<file path="config.mk">
export PLATFORM = sky130hd
export DESIGN_NAME = burst_addr_counter
export DESIGN_NICKNAME = d
export VERILOG_FILES = /design/src/rtl/axi_sram_pkg.sv /design/src/rtl/burst_addr_counter.sv
export VERILOG_INCLUDE_DIRS = /design/src /design/src/rtl
export SDC_FILE = /design/constraint.sdc
export NUM_CORES = 1
export LEC_CHECK = 0
export ABC_AREA = 0
export ABC_CLOCK_PERIOD_IN_PS = 2900
export BUFFER_PORTS_ARGS = -buffer_cell sky130_fd_sc_hd__buf_4
export CORE_MARGIN = 2
export CORE_UTILIZATION = 50
export CTS_BUF_LIST = sky130_fd_sc_hd__clkbuf_4 sky130_fd_sc_hd__clkbuf_8
export DETAILED_ROUTE_END_ITERATION = 10
export PLACE_DENSITY = 0.74
export SKIP_LAST_GASP = 1
export SLEW_MARGIN = 20
export SYNTH_ARGS = -nofsm -noshare
export SYNTH_HDL_FRONTEND = slang
export SYNTH_SLANG_ARGS = --single-unit
</file>
<file path="constraint.sdc">
create_clock -name i_aclk -period 2.9 [get_ports i_aclk]
set_input_delay 0.435 -clock i_aclk [delete_from_list [all_inputs] [get_ports i_aclk]]
set_output_delay 0.435 -clock i_aclk [all_outputs]
set_load 0.05 [all_outputs]
</file>
<file path="src/rtl/axi_sram_cfg.svh">
// AXI SRAM slave configuration: bus widths, ID width and memory depth
`ifndef AXI_SRAM_CFG_SVH
`define AXI_SRAM_CFG_SVH

// --------------------------------------------------
// AXI bus
// --------------------------------------------------
`define AXI_DATA_W 64
`define AXI_STRB_W (`AXI_DATA_W/8)
`define AXI_ADDR_W 32
`define AXI_ID_W 4

// --------------------------------------------------
// SRAM geometry
// --------------------------------------------------
// Depth in bus-wide words
`define SRAM_DEPTH 1024
// Word index width, log2 of the depth
`define SRAM_AW 10

`endif

</file>
<file path="src/rtl/axi_sram_pkg.sv">
// AXI SRAM slave types: burst and response encodings, R and B channel beats
`include "axi_sram_cfg.svh"

package axi_sram_pkg;

  // Burst type encoding from the AXI spec
  typedef enum logic [1:0] {
    BURST_FIXED = 2'b00,
    BURST_INCR  = 2'b01,
    BURST_WRAP  = 2'b10
  } axi_burst_e;

  typedef enum logic [1:0] {
    RESP_OKAY   = 2'b00,
    RESP_EXOKAY = 2'b01,
    RESP_SLVERR = 2'b10,
    RESP_DECERR = 2'b11
  } axi_resp_e;

  // One read data beat, 71 bits
  typedef struct packed {
    logic [`AXI_ID_W-1:0]   id;
    logic [`AXI_DATA_W-1:0] data;
    axi_resp_e              resp;
    logic                   last;
  } r_beat_t;

  // One write response, 6 bits
  typedef struct packed {
    logic [`AXI_ID_W-1:0] id;
    axi_resp_e            resp;
  } b_beat_t;

endpackage

</file>
<file path="src/rtl/burst_addr_counter.sv">
// Burst address counter: tracks one burst's address, beat count, last beat and range errors
`timescale 1ns/10ps
`include "axi_sram_cfg.svh"

module burst_addr_counter
  import axi_sram_pkg::*;
(
  input  logic                  i_aclk,
  input  logic                  i_rst_n,
  input  logic                  i_load,
  input  logic                  i_step,
  input  logic [`AXI_ADDR_W-1:0] i_addr,
  input  logic [7:0]            i_len,
  input  logic [2:0]            i_size,
  input  logic [1:0]            i_burst,
  output logic [`SRAM_AW-1:0]   o_word,
  output logic                  o_last,
  output logic                  o_bad
);

  // Byte offset bits inside one bus word
  localparam int WORD_OFS = $clog2(`AXI_STRB_W);

  logic [`AXI_ADDR_W-1:0] addr_q;
  logic [2:0]             size_q;
  logic [1:0]             burst_q;
  // Beats left after the current one
  logic [7:0]             cnt_q;

  always_ff @(posedge i_aclk) begin
    if (!i_rst_n) begin
      cnt_q   <= '0;
      burst_q <= BURST_INCR;
    end else if (i_load) begin
      cnt_q   <= i_len;
      burst_q <= i_burst;
    end else if (i_step) begin
      cnt_q <= cnt_q - 8'd1;
    end
  end

  always_ff @(posedge i_aclk) begin
    if (i_load) begin
      addr_q <= i_addr;
      size_q <= i_size;
    end else if (i_step && (burst_q == BURST_INCR)) begin
      // FIXED keeps the address, INCR moves by the transfer size
      addr_q <= addr_q + (`AXI_ADDR_W'(1) << size_q);
    end
  end

  assign o_word = addr_q[`SRAM_AW+WORD_OFS-1:WORD_OFS];
  assign o_last = (cnt_q == 8'd0);

  // WRAP and the reserved encoding are both refused
  assign o_bad = ((burst_q != BURST_FIXED) && (burst_q != BURST_INCR)) ||
                 (addr_q[`AXI_ADDR_W-1:WORD_OFS] >=
                  (`AXI_ADDR_W-WORD_OFS)'(`SRAM_DEPTH));

endmodule

</file>
==> out/metrics.cfg, run 1 <==
[worst_setup_path]
worstPathCellList = nor3b_1 > ha_1 > a211oi_1 > o211ai_1 > buf_4 > nand4_1 > xnor2_1 > mux2_2
timing.rr.start = size_q[1]
rr_worst_depth = 8
cp_top_family = compound AO/OA/AOI/OAI gates
path_buf_inv = 1
critPathLaunchType = flop
crit_type = reg2reg
cp-end-kind = flop
r2r_end = addr_q[23]
arrival_ns = 2.80
timing.reg2reg.setup_slack_ns = 0.16
slowest_delay_ns = 0.49
critPathMaxFanout = 8
required_ns = 2.96
cp_slowest_cell = edfxtp_1

[logic_synthesis]
synth_top_area_share_pct = 34.53
avgSynthCellArea_um2 = 9.664
synth-edff-count = 35
ys_seq_area_share_pct = 41.10
yosys_most_used_dff = edfxtp_1
synth.distinct_cells = 53
async_flop_share_pct = 0
ys_ff_latch = 45
yosys_warnings = 0
syn_area_um2 = 3044
ys_top_cells_by_area = edfxtp_1 35%, dfxtp_1 6.6%, xnor2_1 6.0%, nand2_1 5.5%, o21ai_0 5.1%
yosysTopAreaCell = edfxtp_1
netlist_instances = 315
synthesis.nets = 375

[die]
core_um2 = 5886
die_w_um = 82.03
rows = 28
dieArea_um2 = 6728
initial_core_util_pct = 51.72
top_level_ports = 61
chipHeight_um = 82.03

[timing]
final-hold-violation-count = 0
finalSetupTns_ns = 0
fin_crit_ns = 2.741
worst_pin_slew_ns = 0.6947
max_slew_margin_pct = 53.69
fin_hold_ws_ns = 0.2969
rsz0062_at_grt = false
drv_slew = 0
max_freq_mhz = 364.8
post-route-period-util_pct = 94.52
finClkSkew_ns = 0.01230
finalSetupViolCount = 0

[route]
via_per_inst = 5.711
drtIter0Drc = 205
drc = 0
final_antenna_net_count = 0
first_pass_iters = 4
routed-via-count = 2530
post_drt_wl_per_cell_um = 15.19
routed_wl_um = 6727

[min_path]
hold_path_depth = 1
hold_class = in2reg
whs_endpoint = size_q[2]
hold_start = i_size[2]

[power_and_ir_drop]
switching_power_mw = 0.5914
p_sw_share_pct = 30.51
clkPwrFrac_pct = 30.1
internal_power_mw = 1.347
ir_worst_vdd_mv = 0.2642
p_per_area_nw_per_um2 = 529.3
leakage_nw = 1.424
comb_power_share_pct = 25.4
sequentialPowerShare_pct = 44.5

[finish]
layout_common_cells = 70 x buf_4, 45 x nand2_1, 35 x edfxtp_1
instances_no_fill = 443
design_area_um2 = 3662
antenna_cells = 0
finish.net_count = 427
drive_above_1_share_pct = 25.27
final_common_cell = buf_4
areaGrowthSynthToFinish_pct = 20.30

[cts]
cts_tree = yes
cts.path.max_buffers = 2
cts_num_sinks = 45
path_clk_slew_ns = 0.10
cts_max_level = 2
worstSkewPairLatency_ns = 0.31
post_cts.repair.setup_buffers = 0
cts-root-buf = clkbuf_8
cts_hold_buf = 0
cts_made_buffers = 5

[placement]
post_dp_cell_area_um2 = 3523
place.gp.congestion = 0.8763
numPortBuffers = 60
placed_cells = 435
hpwlAfterDp_um = 4861

[global_route]
grt_use_total_pct = 20.66
grt_pass1_vias = 2329
antenna_found_initial = 0
grt.overflow.total = 0
grt_pass1_wl_um = 10680
grt_max_degree = 79

[status]
status = complete, no violations

[flow_run]
cap_violations = 0

[power groups by stage]
stage                     combinational [mW]  sequential, mW  clock [mW]
after global routing                   0.542           0.874       0.614
after floorplan                        0.369           0.853           0
after detailed placement               0.492           0.876           0
final                                  0.493           0.863       0.583
after global placement                 0.480           0.872           0
after CTS                              0.493           0.863       0.588
[kinds of logic after synthesis]
| family | Yosys count | share of synthesized area, % |
|---|---|---|
| AND/OR/NAND/NOR | 122 | 21.58 |
| adder cells (fa/ha/maj) | 11 | 4.768 |
| XOR/XNOR | 34 | 9.782 |
| buffers and inverters | 28 | 5.179 |
| multiplexers | 6 | 2.137 |
| flip-flops | 45 | 41.10 |
| AO/OA/AOI/OAI | 69 | 15.45 |
[cells in the mapped netlist (2+ instances only)]
cell,instances
o211ai_1,3
nor2_1,9
and3_1,7
and2_1,8
edfxtp_1,35
mux2i_1,2
nand3_1,10
a211oi_1,8
xnor2_1,21
o21ai_0,31
nor4_1,6
nor2b_1,3
clkbuf_1,10
a21oi_1,8
dfxtp_1,10
a221o_1,2
a2111oi_0,2
a2111oi_4,2
ha_1,10
mux2_2,4
nor3_1,5
inv_1,2
nand2_1,45
o21ai_1,2
buf_4,11
nand4_1,9
and4_1,2
nor3b_1,5
buf_2,3
nand3b_1,2
xor2_1,13
a21o_1,4
[flip-flops by register name (all words and copies together), names as in the netlist]
name,flops
addr_q,32
cnt_q,8
size_q,3
burst_q,2
[worst reg2reg max path, delay by kind of cell, from the launching register on]
kind	cells	cell delay [ns]
and+or+nand+nor	2	0.51
xor gates and xnor gates	1	0.08
buffers and inverters	1	0.22
muxes	1	0.27
AOI/OAI and AO/OA	2	0.60
adders and majority gates	1	0.33
DFF	1	0.49
[timing repair]
action | in CTS | in global routing
gates resized for setup | 0 | 1
endpoints found under the setup margin | 0 | 1
endpoints found under the hold margin | 0 | 0
[stage by stage]
| step | utilization, % | setup slack, ns | total power, mW |
|---|---|---|---|
| floorplan | - | 0.3908 | 1.222 |
| global placement | 59.86 | 0.3340 | 1.352 |
| detailed placement | 59.86 | 0.2173 | 1.368 |
| CTS | 62.20 | 0.2055 | 1.944 |
| global route | 62.22 | 0.0005658 | 2.030 |
| finish | 62.22 | 0.1590 | 1.938 |
[per-layer routing]
layer / vias up / track usage (%) / part of all wire [%]
met2: 72 / 34.63 / 48
met1: 1191 / 27.44 / 47
met4: 0 / 6.000 / 1.2
met3: 9 / 3.407 / 4.4
li1: 1258 / - / -
met5: - / 0 / 0
[area by class of cell]
cell class	instances	area, µm²
timing repair buffer	70	525.5
fill	511	2223
inverter	3	11.26
clock inverter	3	68.82
sequential	45	1251
clock buffer	5	68.82
tap	75	93.84
multi-input combinational	242	1643
[how the worst max path moves through the flow]
stage                         start    endpoint  slack [ns]  cells past startpoint
final                     size_q[1]  addr_q[23]        0.16                      8
after global routing      size_q[1]  addr_q[20]      0.0006                      9
after CTS                 size_q[1]  addr_q[22]        0.21                      9
after detailed placement  size_q[1]  addr_q[29]        0.22                      7
after global placement    size_q[1]  addr_q[17]        0.33                      8
after floorplan           size_q[1]  addr_q[26]        0.39                      9
No activity file was read; power rests on OpenSTA's default activity.
==> inputs of run 2 (changes only) <==
--- a/config.mk
+++ b/config.mk
@@ -9,6 +9,7 @@
 export ABC_AREA = 0
 export ABC_CLOCK_PERIOD_IN_PS = 2900
 export BUFFER_PORTS_ARGS = -buffer_cell sky130_fd_sc_hd__buf_4
+export CORE_ASPECT_RATIO = 1.4
 export CORE_MARGIN = 2
 export CORE_UTILIZATION = 50
 export CTS_BUF_LIST = sky130_fd_sc_hd__clkbuf_4 sky130_fd_sc_hd__clkbuf_8
==> run 2 against run 1 <==
Net effect:
- final area down 1.2%
- clock power down 12%
- largest cell class unchanged
- power down 3.9%
- fmax up 3.7%
- clock-buffer cell count up 2
- clock skew down 0.0026 ns
- non-clock buffer count down 3
- sequential cell count unchanged
- global-route usage down 0.26 points
- routed wire length down 2.2%
- sequential power about the same
==> out/metrics.cfg, run 2 (same netlist as run 1, synthesis figures left out) <==
[cts]
cts-root-buf = clkbuf_8
cts_tree = yes
cts.path.max_buffers = 2
post_cts.repair.setup_buffers = 0
cts_made_buffers = 5
worstSkewPairLatency_ns = 0.31
cts_resized = 0
cts_max_level = 2
cts_hold_buf = 0
cts_num_sinks = 45
path_clk_slew_ns = 0.09

[placement]
hpwlAfterDp_um = 4876
post_dp_cell_area_um2 = 3495
place.gp.congestion = 0.8762
numPortBuffers = 60

[worst_setup_path]
r2r_end = addr_q[20]
crit_start = size_q[1]
rr_worst_depth = 8
critPathMaxFanout = 12
cp-end-kind = flop
timing.rr.start = size_q[1]
timing.reg2reg.setup_slack_ns = 0.26
required_ns = 2.94
crit_type = reg2reg
critPathLaunchType = flop
arrival_ns = 2.68

[min_path]
hold_path_depth = 1
whs_endpoint = size_q[2]
hold_class = in2reg
hold_start = i_size[2]

[finish]
areaGrowthSynthToFinish_pct = 18.82
layout_common_cells = 67 x buf_4, 45 x nand2_1, 35 x edfxtp_1
final_common_cell = buf_4
antenna_cells = 0
top_regs = addr_q: 32 flops, cnt_q: 8 flops, size_q: 3 flops
finish.net_count = 424
fillers = 533
drive_above_1_share_pct = 24.66
seqCellArea_um2 = 1251
design_area_um2 = 3617
regMostFlops = addr_q
largest_register_ffs = 32
multi_input_area_um2 = 1644

[route]
drtIter0Drc = 145
routed_wl_um = 6577
final_antenna_net_count = 0
post_drt_wl_per_cell_um = 15.12
routed-via-count = 2514
via_per_inst = 5.779
first_pass_iters = 4
drc = 0

[power_and_ir_drop]
ir_worst_vdd_mv = 0.3410
leakage_nw = 1.404
p_per_area_nw_per_um2 = 514.9

[die]
chipHeight_um = 96.33
initial_core_util_pct = 51.92
rows = 33
core_um2 = 5863
top_level_ports = 61
die_w_um = 69.95
dieArea_um2 = 6737

[timing]
rsz0062_at_grt = false
max_slew_margin_pct = 63.38
drv_slew = 0
fin_hold_ws_ns = 0.3079
fin_crit_ns = 2.643
final-hold-violation-count = 0
post-route-period-util_pct = 91.14
worst_pin_slew_ns = 0.5489
finalSetupTns_ns = 0
finalSetupViolCount = 0
max_freq_mhz = 378.3
finClkSkew_ns = 0.009716

[global_route]
grt_pass1_wl_um = 10980
antenna_found_initial = 0
grt_pass1_vias = 2457
grt_max_degree = 51
grt.overflow.total = 0
grt_use_total_pct = 20.40

[status]
status = complete, no violations

[flow_run]
cap_violations = 0

-- run 2: cell types whose count changed in the layout (fill, tap and decap cells not counted) --
cell,previous run,this run
bufinv_16,2,1
a2111oi_1,1,2
clkbuf_8,5,6
buf_4,70,67
inv_6,1,0
a2111oi_0,1,0
clkbuf_4,0,1
-- run 2: routing by layer --
| metal | wire length (µm) | track usage [%] | up-vias |
|---|---|---|---|
| li1 | - | - | 1250 |
| met1 | 2746 | 23.43 | 1174 |
| met2 | 3349 | 37.30 | 75 |
| met3 | 332 | 4.293 | 15 |
| met5 | 0 | 0 | - |
| met4 | 148 | 7.692 | 0 |
-- run 2: critical path, stage by stage (launching register included) --
cell      delay, ns
edfxtp_1       0.48
nor3b_1        0.42
fa_1           0.29
a21o_1         0.16
a221oi_1       0.08
buf_4          0.21
a211oi_1       0.48
xnor2_1        0.17
o21ai_0        0.10
-- run 2: metrics by stage --
step                power, mW  setup WS, ns  utilization, %  cells
floorplan               1.222        0.3908               -    315
global placement        1.349        0.3354           59.60    427
detailed placement      1.362        0.2275           59.60    427
CTS                     1.870        0.2218           61.65    435
global route            1.953      0.002741           61.69    435
finish                  1.863        0.2568           61.69    435
-- run 2: how the worst max path moves through the flow --
stage / to / slack, ns
floorplan: addr_q[26] / 0.39
global placement: addr_q[29] / 0.34
detailed placement: addr_q[22] / 0.23
CTS: addr_q[20] / 0.22
global route: addr_q[24] / 0.003
finish: addr_q[20] / 0.26
-- run 2: cell type report --
| cell class | count | share of cell area, % |
|---|---|---|
| Multi-Input combinational cell | 242 | 45.45 |
| Clock inverter | 1 | 0.8302 |
| Inverter | 3 | 0.3113 |
| Tap cell | 70 | 2.421 |
| Sequential cell | 45 | 34.59 |
| Timing Repair Buffer | 67 | 13.91 |
| Clock buffer | 7 | 2.490 |
-- run 2: where the power goes --
part	internal (mW)	total (mW)	switching [mW]
Sequential	0.785	0.864	0.0787
Combinational	0.211	0.484	0.273
Clock	0.291	0.515	0.224
