**src/rtl/axi_sram_cfg.svh**
```systemverilog
// AXI SRAM slave configuration: bus widths, ID width and memory depth
`ifndef AXI_SRAM_CFG_SVH
`define AXI_SRAM_CFG_SVH

// --------------------------------------------------
// AXI bus
// --------------------------------------------------
`define AXI_DATA_W 64
`define AXI_STRB_W (`AXI_DATA_W/8)
`define AXI_ADDR_W 32
`define AXI_ID_W 4

// --------------------------------------------------
// SRAM geometry
// --------------------------------------------------
// Depth in bus-wide words
`define SRAM_DEPTH 1024
// Word index width, log2 of the depth
`define SRAM_AW 10

`endif

```
**src/rtl/axi_sram_pkg.sv**
```systemverilog
// AXI SRAM slave types: burst and response encodings, R and B channel beats
`include "axi_sram_cfg.svh"

package axi_sram_pkg;

  // Burst type encoding from the AXI spec
  typedef enum logic [1:0] {
    BURST_FIXED = 2'b00,
    BURST_INCR  = 2'b01,
    BURST_WRAP  = 2'b10
  } axi_burst_e;

  typedef enum logic [1:0] {
    RESP_OKAY   = 2'b00,
    RESP_EXOKAY = 2'b01,
    RESP_SLVERR = 2'b10,
    RESP_DECERR = 2'b11
  } axi_resp_e;

  // One read data beat, 71 bits
  typedef struct packed {
    logic [`AXI_ID_W-1:0]   id;
    logic [`AXI_DATA_W-1:0] data;
    axi_resp_e              resp;
    logic                   last;
  } r_beat_t;

  // One write response, 6 bits
  typedef struct packed {
    logic [`AXI_ID_W-1:0] id;
    axi_resp_e            resp;
  } b_beat_t;

endpackage

```
**src/rtl/sram_if.sv**
```systemverilog
// Single SRAM port between the AXI controller and the memory array
`timescale 1ns/10ps
`include "axi_sram_cfg.svh"

interface sram_if;

  logic                   en;
  logic                   we;
  // Word index, not a byte address
  logic [`SRAM_AW-1:0]    addr;
  logic [`AXI_DATA_W-1:0] wdata;
  logic [`AXI_STRB_W-1:0] wstrb;
  // Valid one cycle after a read request
  logic [`AXI_DATA_W-1:0] rdata;

  modport ctrl (
    output en,
    output we,
    output addr,
    output wdata,
    output wstrb,
    input  rdata
  );

  modport mem (
    input  en,
    input  we,
    input  addr,
    input  wdata,
    input  wstrb,
    output rdata
  );

endinterface

```
**src/rtl/axi_slave_fsm.sv**
```systemverilog
// AXI slave control: read and write channel FSMs, SRAM port arbitration and responses
`timescale 1ns/10ps
`include "axi_sram_cfg.svh"

module axi_slave_fsm
  import axi_sram_pkg::*;
(
  input  logic                   i_aclk,
  input  logic                   i_rst_n,
  input  logic [`AXI_ID_W-1:0]   i_awid,
  input  logic                   i_awvalid,
  output logic                   o_awready,
  input  logic [`AXI_DATA_W-1:0] i_wdata,
  input  logic [`AXI_STRB_W-1:0] i_wstrb,
  input  logic                   i_wlast,
  input  logic                   i_wvalid,
  output logic                   o_wready,
  input  logic [`AXI_ID_W-1:0]   i_arid,
  input  logic                   i_arvalid,
  output logic                   o_arready,
  output logic                   o_wr_load,
  output logic                   o_wr_step,
  input  logic [`SRAM_AW-1:0]    i_wr_word,
  input  logic                   i_wr_last,
  input  logic                   i_wr_bad,
  output logic                   o_rd_load,
  output logic                   o_rd_step,
  input  logic [`SRAM_AW-1:0]    i_rd_word,
  input  logic                   i_rd_last,
  input  logic                   i_rd_bad,
  sram_if.ctrl                   sram,
  output logic                   o_r_valid,
  input  logic                   i_r_ready,
  output r_beat_t                o_r_beat,
  output logic                   o_b_valid,
  input  logic                   i_b_ready,
  output b_beat_t                o_b_beat
);

  typedef enum logic [1:0] {WR_IDLE, WR_DATA, WR_RESP} wr_state_e;
  typedef enum logic [1:0] {RD_IDLE, RD_ISSUE, RD_WAIT, RD_HOLD} rd_state_e;

  wr_state_e            wr_state_q;
  rd_state_e            rd_state_q;
  logic [`AXI_ID_W-1:0] bid_q;
  logic [`AXI_ID_W-1:0] rid_q;
  logic                 wr_err_q;
  logic                 aw_fire;
  logic                 w_fire;
  logic                 ar_fire;
  logic                 wr_beat_bad;
  logic                 wr_en;
  logic                 rd_issue;
  logic                 rd_present;
  logic                 r_push;

  assign o_awready = (wr_state_q == WR_IDLE);
  // B slice is always empty here, the term only guards the push
  assign o_wready  = (wr_state_q == WR_DATA) && i_b_ready;
  assign o_arready = (rd_state_q == RD_IDLE);

  assign aw_fire = i_awvalid && o_awready;
  assign w_fire  = i_wvalid && o_wready;
  assign ar_fire = i_arvalid && o_arready;

  // --------------------------------------------------
  // Write channel
  // --------------------------------------------------
  // Out of range, WRAP, or wlast off the counted last beat
  assign wr_beat_bad = i_wr_bad || (i_wlast != i_wr_last);
  assign wr_en       = w_fire && !wr_beat_bad && !wr_err_q;
  assign o_wr_load   = aw_fire;
  assign o_wr_step   = w_fire;

  always_ff @(posedge i_aclk) begin
    if (!i_rst_n) begin
      wr_state_q <= WR_IDLE;
      wr_err_q   <= 1'b0;
    end else begin
      case (wr_state_q)
        WR_IDLE: begin
          if (aw_fire) begin
            wr_state_q <= WR_DATA;
            wr_err_q   <= 1'b0;
          end
        end
        WR_DATA: begin
          if (w_fire && wr_beat_bad) begin
            wr_err_q <= 1'b1;
          end
          if (w_fire && i_wlast) begin
            wr_state_q <= WR_RESP;
          end
        end
        // Slice holds the response, leave once it is taken
        WR_RESP: begin
          if (i_b_ready) begin
            wr_state_q <= WR_IDLE;
          end
        end
        default: wr_state_q <= WR_IDLE;
      endcase
    end
  end

  always_ff @(posedge i_aclk) begin
    if (aw_fire) begin
      bid_q <= i_awid;
    end
  end

  assign o_b_valid     = w_fire && i_wlast;
  assign o_b_beat.id   = bid_q;
  assign o_b_beat.resp = (wr_err_q || wr_beat_bad) ? RESP_SLVERR : RESP_OKAY;

  // --------------------------------------------------
  // Read channel
  // --------------------------------------------------
  // Write beats win the port, a read issue retries next cycle
  assign rd_issue   = (rd_state_q == RD_ISSUE) && !i_rd_bad && !wr_en;
  assign rd_present = (rd_state_q == RD_WAIT) || (rd_state_q == RD_HOLD);
  assign r_push     = rd_present && i_r_ready;
  assign o_rd_load  = ar_fire;
  assign o_rd_step  = r_push && !i_rd_last;

  always_ff @(posedge i_aclk) begin
    if (!i_rst_n) begin
      rd_state_q <= RD_IDLE;
    end else begin
      case (rd_state_q)
        RD_IDLE: begin
          if (ar_fire) begin
            rd_state_q <= RD_ISSUE;
          end
        end
        // Bad beats skip the memory entirely
        RD_ISSUE: begin
          if (i_rd_bad || !wr_en) begin
            rd_state_q <= RD_WAIT;
          end
        end
        RD_WAIT, RD_HOLD: begin
          if (i_r_ready) begin
            rd_state_q <= i_rd_last ? RD_IDLE : RD_ISSUE;
          end else begin
            rd_state_q <= RD_HOLD;
          end
        end
        default: rd_state_q <= RD_IDLE;
      endcase
    end
  end

  always_ff @(posedge i_aclk) begin
    if (ar_fire) begin
      rid_q <= i_arid;
    end
  end

  // Array output stays put until the next read, so HOLD can re-present it
  assign o_r_valid     = rd_present;
  assign o_r_beat.id   = rid_q;
  assign o_r_beat.data = i_rd_bad ? '0 : sram.rdata;
  assign o_r_beat.resp = i_rd_bad ? RESP_SLVERR : RESP_OKAY;
  assign o_r_beat.last = i_rd_last;

  // --------------------------------------------------
  // SRAM port
  // --------------------------------------------------
  assign sram.en    = wr_en || rd_issue;
  assign sram.we    = wr_en;
  assign sram.addr  = wr_en ? i_wr_word : i_rd_word;
  assign sram.wdata = i_wdata;
  assign sram.wstrb = i_wstrb;

endmodule

```
**src/flat_wrapper.sv**
```systemverilog
// flat-port wrapper written by rule: the top's interface ports become plain ports
module axi_slave_fsm_flat import axi_sram_pkg::*;
  (i_aclk, i_rst_n, i_awid, i_awvalid, o_awready, i_wdata, i_wstrb, i_wlast, i_wvalid, o_wready, i_arid, i_arvalid, o_arready, o_wr_load, o_wr_step, i_wr_word, i_wr_last, i_wr_bad, o_rd_load, o_rd_step, i_rd_word, i_rd_last, i_rd_bad, o_r_valid, i_r_ready, o_r_beat, o_b_valid, i_b_ready, o_b_beat, sram_en, sram_we, sram_addr, sram_wdata, sram_wstrb, sram_rdata);
  sram_if sram_i ();
  input  logic i_aclk;
  input  logic i_rst_n;
  input  logic [`AXI_ID_W-1:0] i_awid;
  input  logic i_awvalid;
  output logic o_awready;
  input  logic [`AXI_DATA_W-1:0] i_wdata;
  input  logic [`AXI_STRB_W-1:0] i_wstrb;
  input  logic i_wlast;
  input  logic i_wvalid;
  output logic o_wready;
  input  logic [`AXI_ID_W-1:0] i_arid;
  input  logic i_arvalid;
  output logic o_arready;
  output logic o_wr_load;
  output logic o_wr_step;
  input  logic [`SRAM_AW-1:0] i_wr_word;
  input  logic i_wr_last;
  input  logic i_wr_bad;
  output logic o_rd_load;
  output logic o_rd_step;
  input  logic [`SRAM_AW-1:0] i_rd_word;
  input  logic i_rd_last;
  input  logic i_rd_bad;
  output logic o_r_valid;
  input  logic i_r_ready;
  output r_beat_t o_r_beat;
  output logic o_b_valid;
  input  logic i_b_ready;
  output b_beat_t o_b_beat;
  output wire logic [$bits(sram_i.en)-1:0] sram_en;
  output wire logic [$bits(sram_i.we)-1:0] sram_we;
  output wire logic [$bits(sram_i.addr)-1:0] sram_addr;
  output wire logic [$bits(sram_i.wdata)-1:0] sram_wdata;
  output wire logic [$bits(sram_i.wstrb)-1:0] sram_wstrb;
  input wire logic [$bits(sram_i.rdata)-1:0] sram_rdata;
  assign sram_en = sram_i.en;
  assign sram_we = sram_i.we;
  assign sram_addr = sram_i.addr;
  assign sram_wdata = sram_i.wdata;
  assign sram_wstrb = sram_i.wstrb;
  assign sram_i.rdata = sram_rdata;
  axi_slave_fsm u_core (.i_aclk(i_aclk), .i_rst_n(i_rst_n), .i_awid(i_awid), .i_awvalid(i_awvalid), .o_awready(o_awready), .i_wdata(i_wdata), .i_wstrb(i_wstrb), .i_wlast(i_wlast), .i_wvalid(i_wvalid), .o_wready(o_wready), .i_arid(i_arid), .i_arvalid(i_arvalid), .o_arready(o_arready), .o_wr_load(o_wr_load), .o_wr_step(o_wr_step), .i_wr_word(i_wr_word), .i_wr_last(i_wr_last), .i_wr_bad(i_wr_bad), .o_rd_load(o_rd_load), .o_rd_step(o_rd_step), .i_rd_word(i_rd_word), .i_rd_last(i_rd_last), .i_rd_bad(i_rd_bad), .sram(sram_i), .o_r_valid(o_r_valid), .i_r_ready(i_r_ready), .o_r_beat(o_r_beat), .o_b_valid(o_b_valid), .i_b_ready(i_b_ready), .o_b_beat(o_b_beat));
endmodule
```
**config.mk**
```make
export PLATFORM = sky130hd
export DESIGN_NAME = axi_slave_fsm_flat
export DESIGN_NICKNAME = d
export VERILOG_FILES = /design/src/rtl/axi_sram_pkg.sv /design/src/rtl/sram_if.sv /design/src/rtl/axi_slave_fsm.sv /design/src/flat_wrapper.sv
export VERILOG_INCLUDE_DIRS = /design/src /design/src/rtl
export SDC_FILE = /design/constraint.sdc
export NUM_CORES = 1
export LEC_CHECK = 0
export ABC_AREA = 1
export BUFFER_PORTS_ARGS = -buffer_cell sky130_fd_sc_hd__clkbuf_2
export CELL_PAD_IN_SITES_DETAIL_PLACEMENT = 0
export CELL_PAD_IN_SITES_GLOBAL_PLACEMENT = 1
export CORE_AREA = 4 4 132 134
export CTS_CLUSTER_SIZE = 20
export DETAILED_ROUTE_END_ITERATION = 7
export DIE_AREA = 0 0 136 138
export PLACE_DENSITY = 0.71
export SYNTH_ARGS = -nofsm -noshare
export SYNTH_HDL_FRONTEND = slang
export SYNTH_SLANG_ARGS = --single-unit
```
**constraint.sdc**
```tcl
create_clock -name i_aclk -period 1.79 [get_ports i_aclk]
set_input_delay 0.0895 -clock i_aclk [delete_from_list [all_inputs] [get_ports i_aclk]]
set_output_delay 0.0895 -clock i_aclk [all_outputs]
set_load 0.1 [all_outputs]
```
==> summary.txt, run 1 <==
Cells and area
  – Commonest non-fill, non-tap cells in the layout: 184 x clkbuf_2, 72 x inv_1, 39 x nor2_1
  – Layout cells sized above 1: 0.662
  – Fill cell count: 1868
  – Reg area: 344 µm²
  – Number of diodes: 0
  – Final net count: 603
  – Area of the multi-input gates: 828 µm²
  – Commonest non-fill, non-tap cell in the layout: clkbuf_2
  – Area Growth Syn to Fin: 73.1%

STA
  – Worst slew pin tran: 559 ps
  – Final hold violations: 0
  – Pins Over Slew Limit: 0
  – Tcrit/Tclk final: 0.927
  – Final setup vio count: 0
  – Clock Skew: 5.58 ps
  – Setup WS post-layout: 131 ps
  – Total Neg Setup Slack: 0 ps
  – Slew headroom: 0.629
  – Period minus WS final: 1660 ps
  – RSZ-0062 raised after global routing: no
  – Max Fclk: 603 MHz

Worst setup path
  – Crit end category: output port
  – Crit Path Class: reg2out
  – Worst EP required: 1700 ps
  – RR Endpoint: u_core.rd_state_q[0]
  – Flop2flop setup slack: 650 ps
  – Critical Path Source: u_core.wr_state_q[1]
  – Worst Setup Start Kind: flip-flop
  – Critical path arrival: 1570 ps
  – Critical R2R Launch: u_core.rd_state_q[1]
  – Critical Path End: sram_addr[2]
  – Crit-path max FO: 11
  – R2R depth: 7

Place
  – DP Wirelength: 6.05 mm
  – Pre-CTS setup slack: 212 ps
  – GPL Wtd Cong: 0.764
  – IO Port Bufs: 199

GRT
  – Antenna violations before repair: 0
  – Total track usage: 0.0679
  – Number of global-route vias before repair: 2001
  – Grt ovf: 0
  – Largest net degree at the start of global routing: 68
  – First-pass GRT wire length: 10.3 mm

Yosys
  – Area share of the largest cell type after synthesis: 0.322
  – Post-synth top area cell: buf_4
  – Top cells by area in the synthesized netlist: buf_4 32%, inv_1 16%, nor2_1 15%, edfxtp_1 14%, nand2_1 8.5%
  – Cells after Synth: 305
  – Register area share after synthesis: 0.192
  – Synth unique cells: 20
  – Yosys reg bits: 13
  – Synth Area per Inst: 5.80 µm²
  – Synth warnings: 0
  – Netlist Area Pre-Place: 1770 µm²

Floorplanning
  – Core ar.: 16300 µm²
  – Die H: 138 µm
  – Die width: 136 µm
  – Initial Utilization: 0.109
  – Num rows: 47
  – Io pins: 346
  – Area of the die: 18800 µm²

Detailed routing
  – Post-Route WL: 6.92 mm
  – Post-route DRC: 0
  – DR vias: 2005
  – Remaining antenna violation count after routing: 0
  – DRT Pass-1 Iters: 4
  – DR iter-0 viols: 30
  – WL per Instance: 10.7 µm
  – Vias per cell: 3.10

Power
  – Cell Pwr Density: 746 nW/µm²
  – Max IR drop VDD: 0.000607 V
  – Comb pwr share: 0.656
  – Sw Share: 0.589
  – P_sw: 1.35 mW
  – Pleak: 1.81 nW
  – Clock Power Share: 0.184
  – Flop pwr share: 0.159
  – Int Pwr: 0.939 mW

Clock network
  – Worst-Skew Late Latency: 240 ps
  – CTS tree: built
  – Reg clk slew, reported paths: 50 ps
  – Clk buf depth: 2
  – H-Tree Depth: 1
  – Root buffer cell: clkbuf_16
  – Hold-fix buffers, CTS: 0
  – Clock sinks: 13
  – CTS Buf Count: 3

Worst hold path
  – Hold WC Path Type: in2reg
  – HP Start: i_awid[1]

Flow run
  – Max_cap viols: 0

Outcome
  – Status: completed
how the worst min path moves through the flow:
stage / endpoint / slack (ps) / cells after the start
global placement: sram_wdata[1] / 180 / 0
floorplan: u_core.rd_state_q[0] / 190 / 2
detailed placement: sram_wdata[1] / 180 / 0
CTS: u_core.bid_q[3] / 20 / 1
finish: u_core.bid_q[1] / 20 / 1
global route: u_core.bid_q[3] / 20 / 1
cell usage after synthesis (all sizes together):
library cell / count
nand3: 4
inv: 79
nand4: 2
nor2: 73
clkbuf: 2
buf: 84
edfxtp: 8
conb: 1
dfxtp: 5
nand2: 40
or3: 1
o21ai: 3
a21oi: 3
state kept, by name (all words and copies together), names as in the netlist:
signal / count
u_core.wr_err_q: 1
u_core.wr_state_q: 2
u_core.bid_q: 4
u_core.rd_state_q: 2
u_core.rid_q: 4
worst max-delay path: stages, from the launching register on:
cell,delay [ps]
dfxtp_1,330
inv_2,70
nand3_2,90
nor2_4,140
nand3_2,160
buf_8,200
nand2_2,110
nand2_8,50
buf_12,160
through the flow:
| step | instance area (µm²) | power (mW) | util | hold WS [ps] | std cells |
|---|---|---|---|---|---|
| after floorplan | 2080 | 2.31 | - | 187 | 306 |
| after global placement | 2940 | 1.87 | 0.181 | 180 | 641 |
| after detailed placement | 2940 | 1.87 | 0.181 | 180 | 641 |
| after CTS | 3020 | 2.30 | 0.186 | 19.2 | 645 |
| after global routing | 3060 | 2.38 | 0.188 | 17.6 | 646 |
| final | 3060 | 2.28 | 0.188 | 21.5 | 646 |
kinds of logic after synthesis:
| group | share of synthesized area |
|---|---|
| and+or+nand+nor | 0.272 |
| DFF | 0.192 |
| AOI/OAI and AO/OA | 0.0170 |
| buffers and inverters | 0.517 |
| other | 0.00212 |
power groups by stage:
stage	Combinational, mW	Sequential (mW)	Clock [mW]
6_report	1.50	0.364	0.421
5_1_grt	1.57	0.368	0.450
4_1_cts	1.51	0.365	0.427
3_5_place_dp	1.50	0.370	0
3_3_place_gp	1.50	0.369	0
2_1_floorplan	1.84	0.465	0
routing by layer:
layer	share of wire	up-vias	global-route usage
met5	0	-	0
met2	0.46	167	0.120
li1	-	1015	-
met4	0.029	0	0.0292
met1	0.34	795	0.0666
met3	0.16	28	0.0327
final cells by class:
cell class                      count  share of cell area
Clock buffer                        3              0.0245
Clock inverter                      1             0.00163
Inverter                           79               0.101
Multi-Input combinational cell    128               0.270
Sequential cell                    13               0.112
Tap cell                          220              0.0899
Timing Repair Buffer              202               0.400
timing repair:
| item | 4_1_cts | 5_1_grt |
|---|---|---|
| pin swaps | 0 | 1 |
| endpoints found under the setup margin | 10 | 10 |
| gates resized for setup | 1 | 13 |
| setup buffers | 0 | 1 |
Power figures use the tool's default switching activity.
==> run 2: changes to the inputs <==
--- a/config.mk
+++ b/config.mk
@@ -10,11 +10,11 @@
 export BUFFER_PORTS_ARGS = -buffer_cell sky130_fd_sc_hd__clkbuf_2
 export CELL_PAD_IN_SITES_DETAIL_PLACEMENT = 0
 export CELL_PAD_IN_SITES_GLOBAL_PLACEMENT = 1
-export CORE_AREA = 4 4 132 134
+export CORE_AREA = 2 2 134 136
 export CTS_CLUSTER_SIZE = 20
 export DETAILED_ROUTE_END_ITERATION = 7
 export DIE_AREA = 0 0 136 138
-export PLACE_DENSITY = 0.71
+export PLACE_DENSITY = 0.67
 export SYNTH_ARGS = -nofsm -noshare
 export SYNTH_HDL_FRONTEND = slang
 export SYNTH_SLANG_ARGS = --single-unit
==> constraint.sdc (replaced) <==
create_clock -name i_aclk -period 2.1 [get_ports i_aclk]
set_input_delay 0.105 -clock i_aclk [delete_from_list [all_inputs] [get_ports i_aclk]]
set_output_delay 0.105 -clock i_aclk [all_outputs]
set_load 0.1 [all_outputs]
==> run 2 against run 1 <==
Effect of this change: final area is 7.8% lower; clock-buffer cell count stayed put; hold slack better by 15 ps; non-clock buffer count is 1 lower; power is 17% lower; register-to-register slack better by 230 ps; critical path type unchanged.
==> summary.txt, run 2 (same netlist as run 1, synthesis figures left out) <==
Outcome
  – Status: completed

Cells and area
  – Number of diodes: 0 (unchanged)
  – Reg area: 340 µm² (-1.1%)
  – Post-layout util: 0.161 (-0.0271)
  – Commonest non-fill, non-tap cells in the layout: 175 x clkbuf_2, 73 x inv_1, 69 x nor2_1
  – Fill cell count: 2039 (+9.2%)
  – Final net count: 602 (-0.17%)
  – Layout cells sized above 1: 0.534 (-0.128)
  – Commonest non-fill, non-tap cell in the layout: clkbuf_2
  – Area Growth Syn to Fin: 59.5%
  – Area of the multi-input gates: 607 µm² (-27%)
  – Largest regs: u_core.bid_q x4, u_core.rid_q x4

GRT
  – Antenna violations before repair: 0 (unchanged)
  – Grt ovf: 0 (unchanged)
  – Largest net degree at the start of global routing: 65 (-4.4%)
  – Total track usage: 0.0601 (-0.00777)
  – Number of global-route vias before repair: 1828 (-8.6%)
  – First-pass GRT wire length: 9.16 mm (-11%)

Worst setup path
  – Crit path largest cell delay: 410 ps (+80 ps)
  – R2R depth: 7 (unchanged)
  – Delay-heaviest family, CP: buffers and inverters
  – Crit Path Class: reg2out
  – Crit end category: output port
  – Critical Path Slowest Stage Cell: dfxtp_1
  – Buffer and inverter count on the worst path: 2 (-1)
  – RR Endpoint: u_core.rd_state_q[0]
  – Crit-path cells: nand3_2 -> nor2_4 -> nand3_2 -> buf_4 -> o21ai_2 -> buf_4
  – Worst Setup Start Kind: flip-flop
  – Critical path arrival: 1680 ps (+110 ps)
  – Crit. path cell count: 6 (-2)
  – Critical R2R Launch: u_core.rd_state_q[1]
  – Flop2flop setup slack: 880 ps (+230 ps)
  – Crit-path max FO: 11 (unchanged)
  – Worst EP required: 2000 ps (+300 ps)

Place
  – DP Wirelength: 5.38 mm (-11%)
  – Pre-CTS setup slack: 530 ps (+318 ps)
  – IO Port Bufs: 199 (unchanged)
  – GPL Wtd Cong: 0.729 (-4.5%)

Floorplanning
  – Core ar.: 17500 µm² (+7.6%)
  – Num rows: 49 (+4.3%)
  – Initial Utilization: 0.101 (-0.00771)
  – Die width: 136 µm (unchanged)
  – Area of the die: 18800 µm² (unchanged)
  – Io pins: 346 (unchanged)
  – Die H: 138 µm (unchanged)

Worst hold path
  – Worst hold endpoint: u_core.rid_q[1]
  – HP Start: i_arid[1]
  – Worst Hold Depth: 1 (unchanged)
  – Hold WC Path Type: in2reg

STA
  – Worst slew pin tran: 614 ps (+55.8 ps)
  – Period minus WS final: 1790 ps
  – Total Neg Setup Slack: 0 ps (unchanged)
  – RSZ-0062 raised after global routing: no
  – Setup WS post-layout: 311 ps (+180 ps)
  – Pins Over Slew Limit: 0 (unchanged)
  – Clock Skew: 3.59 ps (-1.99 ps)
  – Max Fclk: 559 MHz
  – Final hold violations: 0 (unchanged)
  – Tcrit/Tclk final: 0.852
  – Slew headroom: 0.590 (-0.0388)
  – Final setup vio count: 0 (unchanged)

Clock network
  – Clock sinks: 13 (unchanged)
  – CTS resizes: 0 (-1)
  – Hold-fix buffers, CTS: 0 (unchanged)
  – Worst-Skew Late Latency: 240 ps (about the same)
  – Root buffer cell: clkbuf_16
  – Post-CTS Setup Inserts: 0 (unchanged)
  – Clk buf depth: 2 (unchanged)
  – Reg clk slew, reported paths: 50 ps (about the same)
  – CTS Buf Count: 3 (unchanged)
  – CTS tree: built
  – H-Tree Depth: 1 (unchanged)

Power
  – Pleak: 1.78 nW (-1.5%)
  – Cell Pwr Density: 673 nW/µm² (-9.7%)
  – Max IR drop VDD: 0.000232 V (-62%)

Detailed routing
  – WL per Instance: 9.38 µm (-12%)
  – Post-Route WL: 6.13 mm (-11%)
  – DR vias: 1947 (-2.9%)
  – DRT Pass-1 Iters: 4 (unchanged)
  – Post-route DRC: 0 (unchanged)
  – Vias per cell: 2.98 (-4.1%)
  – DR iter-0 viols: 30 (unchanged)
  – Remaining antenna violation count after routing: 0 (unchanged)

Flow run
  – Max_cap viols: 0 (unchanged)
run 2: layout make-up:
type,count,share of cell area
timing repair buffer,201,0.428
multi-input combinational,128,0.215
sequential,13,0.121
inverter,79,0.106
tap,229,0.102
clock buffer,3,0.0266
clock inverter,1,0.00177
run 2: layer usage:
metal  track usage  share of wire
met1        0.0644           0.37
met2         0.103           0.45
met3        0.0202           0.12
met4        0.0323          0.052
met5             0              0
run 2: per-stage QoR:
stage	instance area (µm²)	hold slack [ps]	power, mW	cells
floorplan	1870	203	1.93	306
global placement	2740	211	1.55	650
detailed placement	2740	211	1.55	650
CTS	2820	34.6	1.92	654
global route	2820	39.0	1.98	654
finish	2820	36.4	1.90	654
run 2: worst max-delay path by stage:
stage	from	slack [ps]	to
2_1_floorplan	u_core.wr_state_q[0]	-40	sram_addr[0]
3_3_place_gp	u_core.wr_state_q[0]	550	sram_en
3_5_place_dp	u_core.wr_state_q[0]	530	sram_en
4_1_cts	u_core.wr_state_q[0]	270	sram_en
5_1_grt	u_core.wr_state_q[0]	210	sram_addr[2]
6_report	u_core.wr_state_q[0]	310	sram_en
run 2: power by group:
group          total, mW  internal [mW]  switching [mW]  leakage [nW]
Combinational       1.23          0.235           0.998          1.62
Sequential         0.308          0.295          0.0136         0.117
Clock              0.359          0.253           0.106        0.0409
Total               1.90          0.783            1.12          1.78
==> run 3: changes to the inputs <==
--- a/config.mk
+++ b/config.mk
@@ -11,6 +11,7 @@
 export CELL_PAD_IN_SITES_DETAIL_PLACEMENT = 0
 export CELL_PAD_IN_SITES_GLOBAL_PLACEMENT = 1
 export CORE_AREA = 2 2 134 136
+export CTS_BUF_LIST = sky130_fd_sc_hd__clkbuf_8
 export CTS_CLUSTER_SIZE = 20
 export DETAILED_ROUTE_END_ITERATION = 7
 export DIE_AREA = 0 0 136 138
==> run 3 against run 2 <==
Effect of this change: sequential share of layout area grew 0.15 points; hold slack is essentially flat; critical path depth is the same; wire length shrank 0.91%; register-to-register slack is essentially flat; final area shrank 1.2%; via count grew 0.31%; sequential cell count is the same; largest cell class unchanged; non-clock buffer count is the same; highest routed layer unchanged; first-iteration DRC count grew 10%; die area is the same; clock power shrank 38%.
==> summary.txt, run 3 (same netlist as run 1, synthesis figures left out) <==
Outcome
  – Status: completed

Detailed routing
  – Vias per cell: 2.99 (+0.31%)
  – DR vias: 1953 (+0.31%)
  – DR iter-0 viols: 33 (+10%)
  – Post-route DRC: 0 (unchanged)
  – DRT Pass-1 Iters: 4 (unchanged)
  – Remaining antenna violation count after routing: 0 (unchanged)
  – WL per Instance: 9.29 µm (-0.91%)
  – Post-Route WL: 6.08 mm (-0.91%)

STA
  – Worst slew pin tran: 618 ps (+3.95 ps)
  – Final hold violations: 0 (unchanged)
  – Total Neg Setup Slack: 0 ps (unchanged)
  – Tcrit/Tclk final: 0.851 (-0.00106)
  – Slew headroom: 0.588 (-0.00263)
  – Period minus WS final: 1790 ps (-2.22 ps)
  – Final setup vio count: 0 (unchanged)
  – Clock Skew: 2.19 ps (-1.39 ps)
  – Pins Over Slew Limit: 0 (unchanged)
  – Hold_ws: 35.9 ps (-0.482 ps)
  – Max Fclk: 560 MHz (+0.12%)
  – RSZ-0062 raised after global routing: no

GRT
  – Total track usage: 0.0599 (-0.000218)
  – Number of global-route vias before repair: 1823 (-0.27%)
  – Grt ovf: 0 (unchanged)
  – Largest net degree at the start of global routing: 65 (unchanged)
  – First-pass GRT wire length: 9.11 mm (-0.53%)
  – Antenna violations before repair: 0 (unchanged)

Place
  – # placed instances: 650 (unchanged)
  – DP Wirelength: 5.38 mm (unchanged)
  – IO Port Bufs: 199 (unchanged)
  – GPL Wtd Cong: 0.729 (unchanged)

Worst setup path
  – Buffer and inverter count on the worst path: 2 (unchanged)
  – R2R depth: 7 (unchanged)
  – Crit path largest cell delay: 410 ps (about the same)
  – Critical path arrival: 1680 ps (about the same)
  – Crit-path cells: nand3_2 -> nor2_4 -> nand3_2 -> buf_4 -> o21ai_2 -> buf_4
  – Crit-path max FO: 11 (unchanged)
  – RR Endpoint: u_core.rd_state_q[0]
  – Delay-heaviest family, CP: buffers and inverters
  – Crit Path Class: reg2out
  – Critical Path Slowest Stage Cell: dfxtp_1
  – Worst Setup Start Kind: flip-flop
  – Crit end category: output port
  – Flop2flop setup slack: 880 ps (about the same)
  – Critical R2R Launch: u_core.rd_state_q[1]
  – Worst EP required: 2000 ps (about the same)

Worst hold path
  – HP Start: i_arid[2]
  – Worst hold endpoint: u_core.rid_q[2]
  – Hold WC Path Type: in2reg
  – Worst Hold Depth: 1 (unchanged)

Floorplanning
  – Area of the die: 18800 µm² (unchanged)
  – Die H: 138 µm (unchanged)
  – Num rows: 49 (unchanged)
  – Initial Utilization: 0.101 (unchanged)
  – Io pins: 346 (unchanged)
  – Core ar.: 17500 µm² (unchanged)
  – Die width: 136 µm (unchanged)

Power
  – PnR Total Power: 1.76 mW (-7.3%)
  – Cell Pwr Density: 632 nW/µm² (-6.2%)
  – Pleak: 1.76 nW (-0.87%)
  – P_sw: 1.10 mW (-1.5%)
  – Clock Power Share: 0.126 (-0.063)
  – Comb pwr share: 0.700 (+0.051)
  – Max IR drop VDD: 0.000201 V (-13%)
  – Sw Share: 0.625 (+0.0373)
  – Flop pwr share: 0.175 (+0.013)
  – Int Pwr: 0.660 mW (-16%)

Clock network
  – Reg clk slew, reported paths: 60 ps (about the same)
  – Root buffer cell: clkbuf_8
  – Hold-fix buffers, CTS: 0 (unchanged)
  – Post-CTS Setup Inserts: 0 (unchanged)
  – CTS resizes: 0 (unchanged)
  – CTS Buf Count: 3 (unchanged)
  – CTS tree: built
  – Worst-Skew Late Latency: 240 ps (about the same)
  – Clock sinks: 13 (unchanged)
  – H-Tree Depth: 1 (unchanged)
  – Clk buf depth: 2 (unchanged)

Cells and area
  – Commonest non-fill, non-tap cell in the layout: clkbuf_2
  – Layout cells sized above 1: 0.534 (unchanged)
  – Number of diodes: 0 (unchanged)
  – Post-layout util: 0.159 (-0.00193)
  – Area Growth Syn to Fin: 57.6%
  – Fill cell count: 2043 (+0.20%)
  – Largest regs: u_core.bid_q x4, u_core.rid_q x4
  – Finished Layout Cells: 654 (unchanged)
  – Final net count: 602 (unchanged)
  – Commonest non-fill, non-tap cells in the layout: 175 x clkbuf_2, 73 x inv_1, 69 x nor2_1

Flow run
  – Max_cap viols: 0 (unchanged)
## run 3: cell counts in the layout (fill, tap and decap cells not counted)
No cell type changed its count.
## run 3: how the worst max path moves through the flow
stage,to,start,depth (start not counted),slack (ps)
4_1_cts,sram_en,u_core.wr_state_q[0],6,270
3_3_place_gp,sram_en,u_core.wr_state_q[0],6,550
5_1_grt,sram_addr[2],u_core.wr_state_q[0],7,200
6_report,sram_en,u_core.wr_state_q[0],6,310
2_1_floorplan,sram_addr[0],u_core.wr_state_q[0],7,-40
3_5_place_dp,sram_en,u_core.wr_state_q[0],6,530
## run 3: layer usage
| layer | share of wire | wire length [µm] | global-route usage | vias to the layer above |
|---|---|---|---|---|
| met5 | 0 | 0 | 0 | - |
| li1 | - | - | - | 1016 |
| met2 | 0.45 | 2730 | 0.103 | 130 |
| met4 | 0.054 | 326 | 0.0340 | 0 |
| met3 | 0.12 | 747 | 0.0202 | 36 |
| met1 | 0.37 | 2280 | 0.0637 | 771 |
## run 3: worst register-to-register path: cells and delay by family (launching register included)
kind | cells | cell delay (ps)
simple gates | 4 | 560
flops | 1 | 370
buf+inv | 2 | 120
compound gates | 1 | 120
## run 3: layout make-up
type / count / area [µm²] / area share
Clock buffer: 3 / 41.3 / 0.0148
Clock inverter: 1 / 5.00 / 0.00179
Inverter: 79 / 300 / 0.108
Multi-Input combinational cell: 128 / 607 / 0.218
Sequential cell: 13 / 340 / 0.122
Tap cell: 229 / 287 / 0.103
Timing Repair Buffer: 201 / 1210 / 0.433
## run 3: power by group through the flow
stage,Clock (mW),Combinational [mW],Sequential (mW)
3_5_place_dp,0,1.24,0.313
4_1_cts,0.229,1.24,0.308
5_1_grt,0.241,1.28,0.310
2_1_floorplan,0,1.54,0.395
3_3_place_gp,0,1.24,0.313
6_report,0.221,1.23,0.307
## run 3: stage by stage
| step | worst slack, ps | area, µm² |
|---|---|---|
| 2_1_floorplan | -42.5 | 1870 |
| 3_3_place_gp | 547 | 2740 |
| 3_5_place_dp | 530 | 2740 |
| 4_1_cts | 266 | 2790 |
| 5_1_grt | 205 | 2790 |
| 6_report | 313 | 2790 |
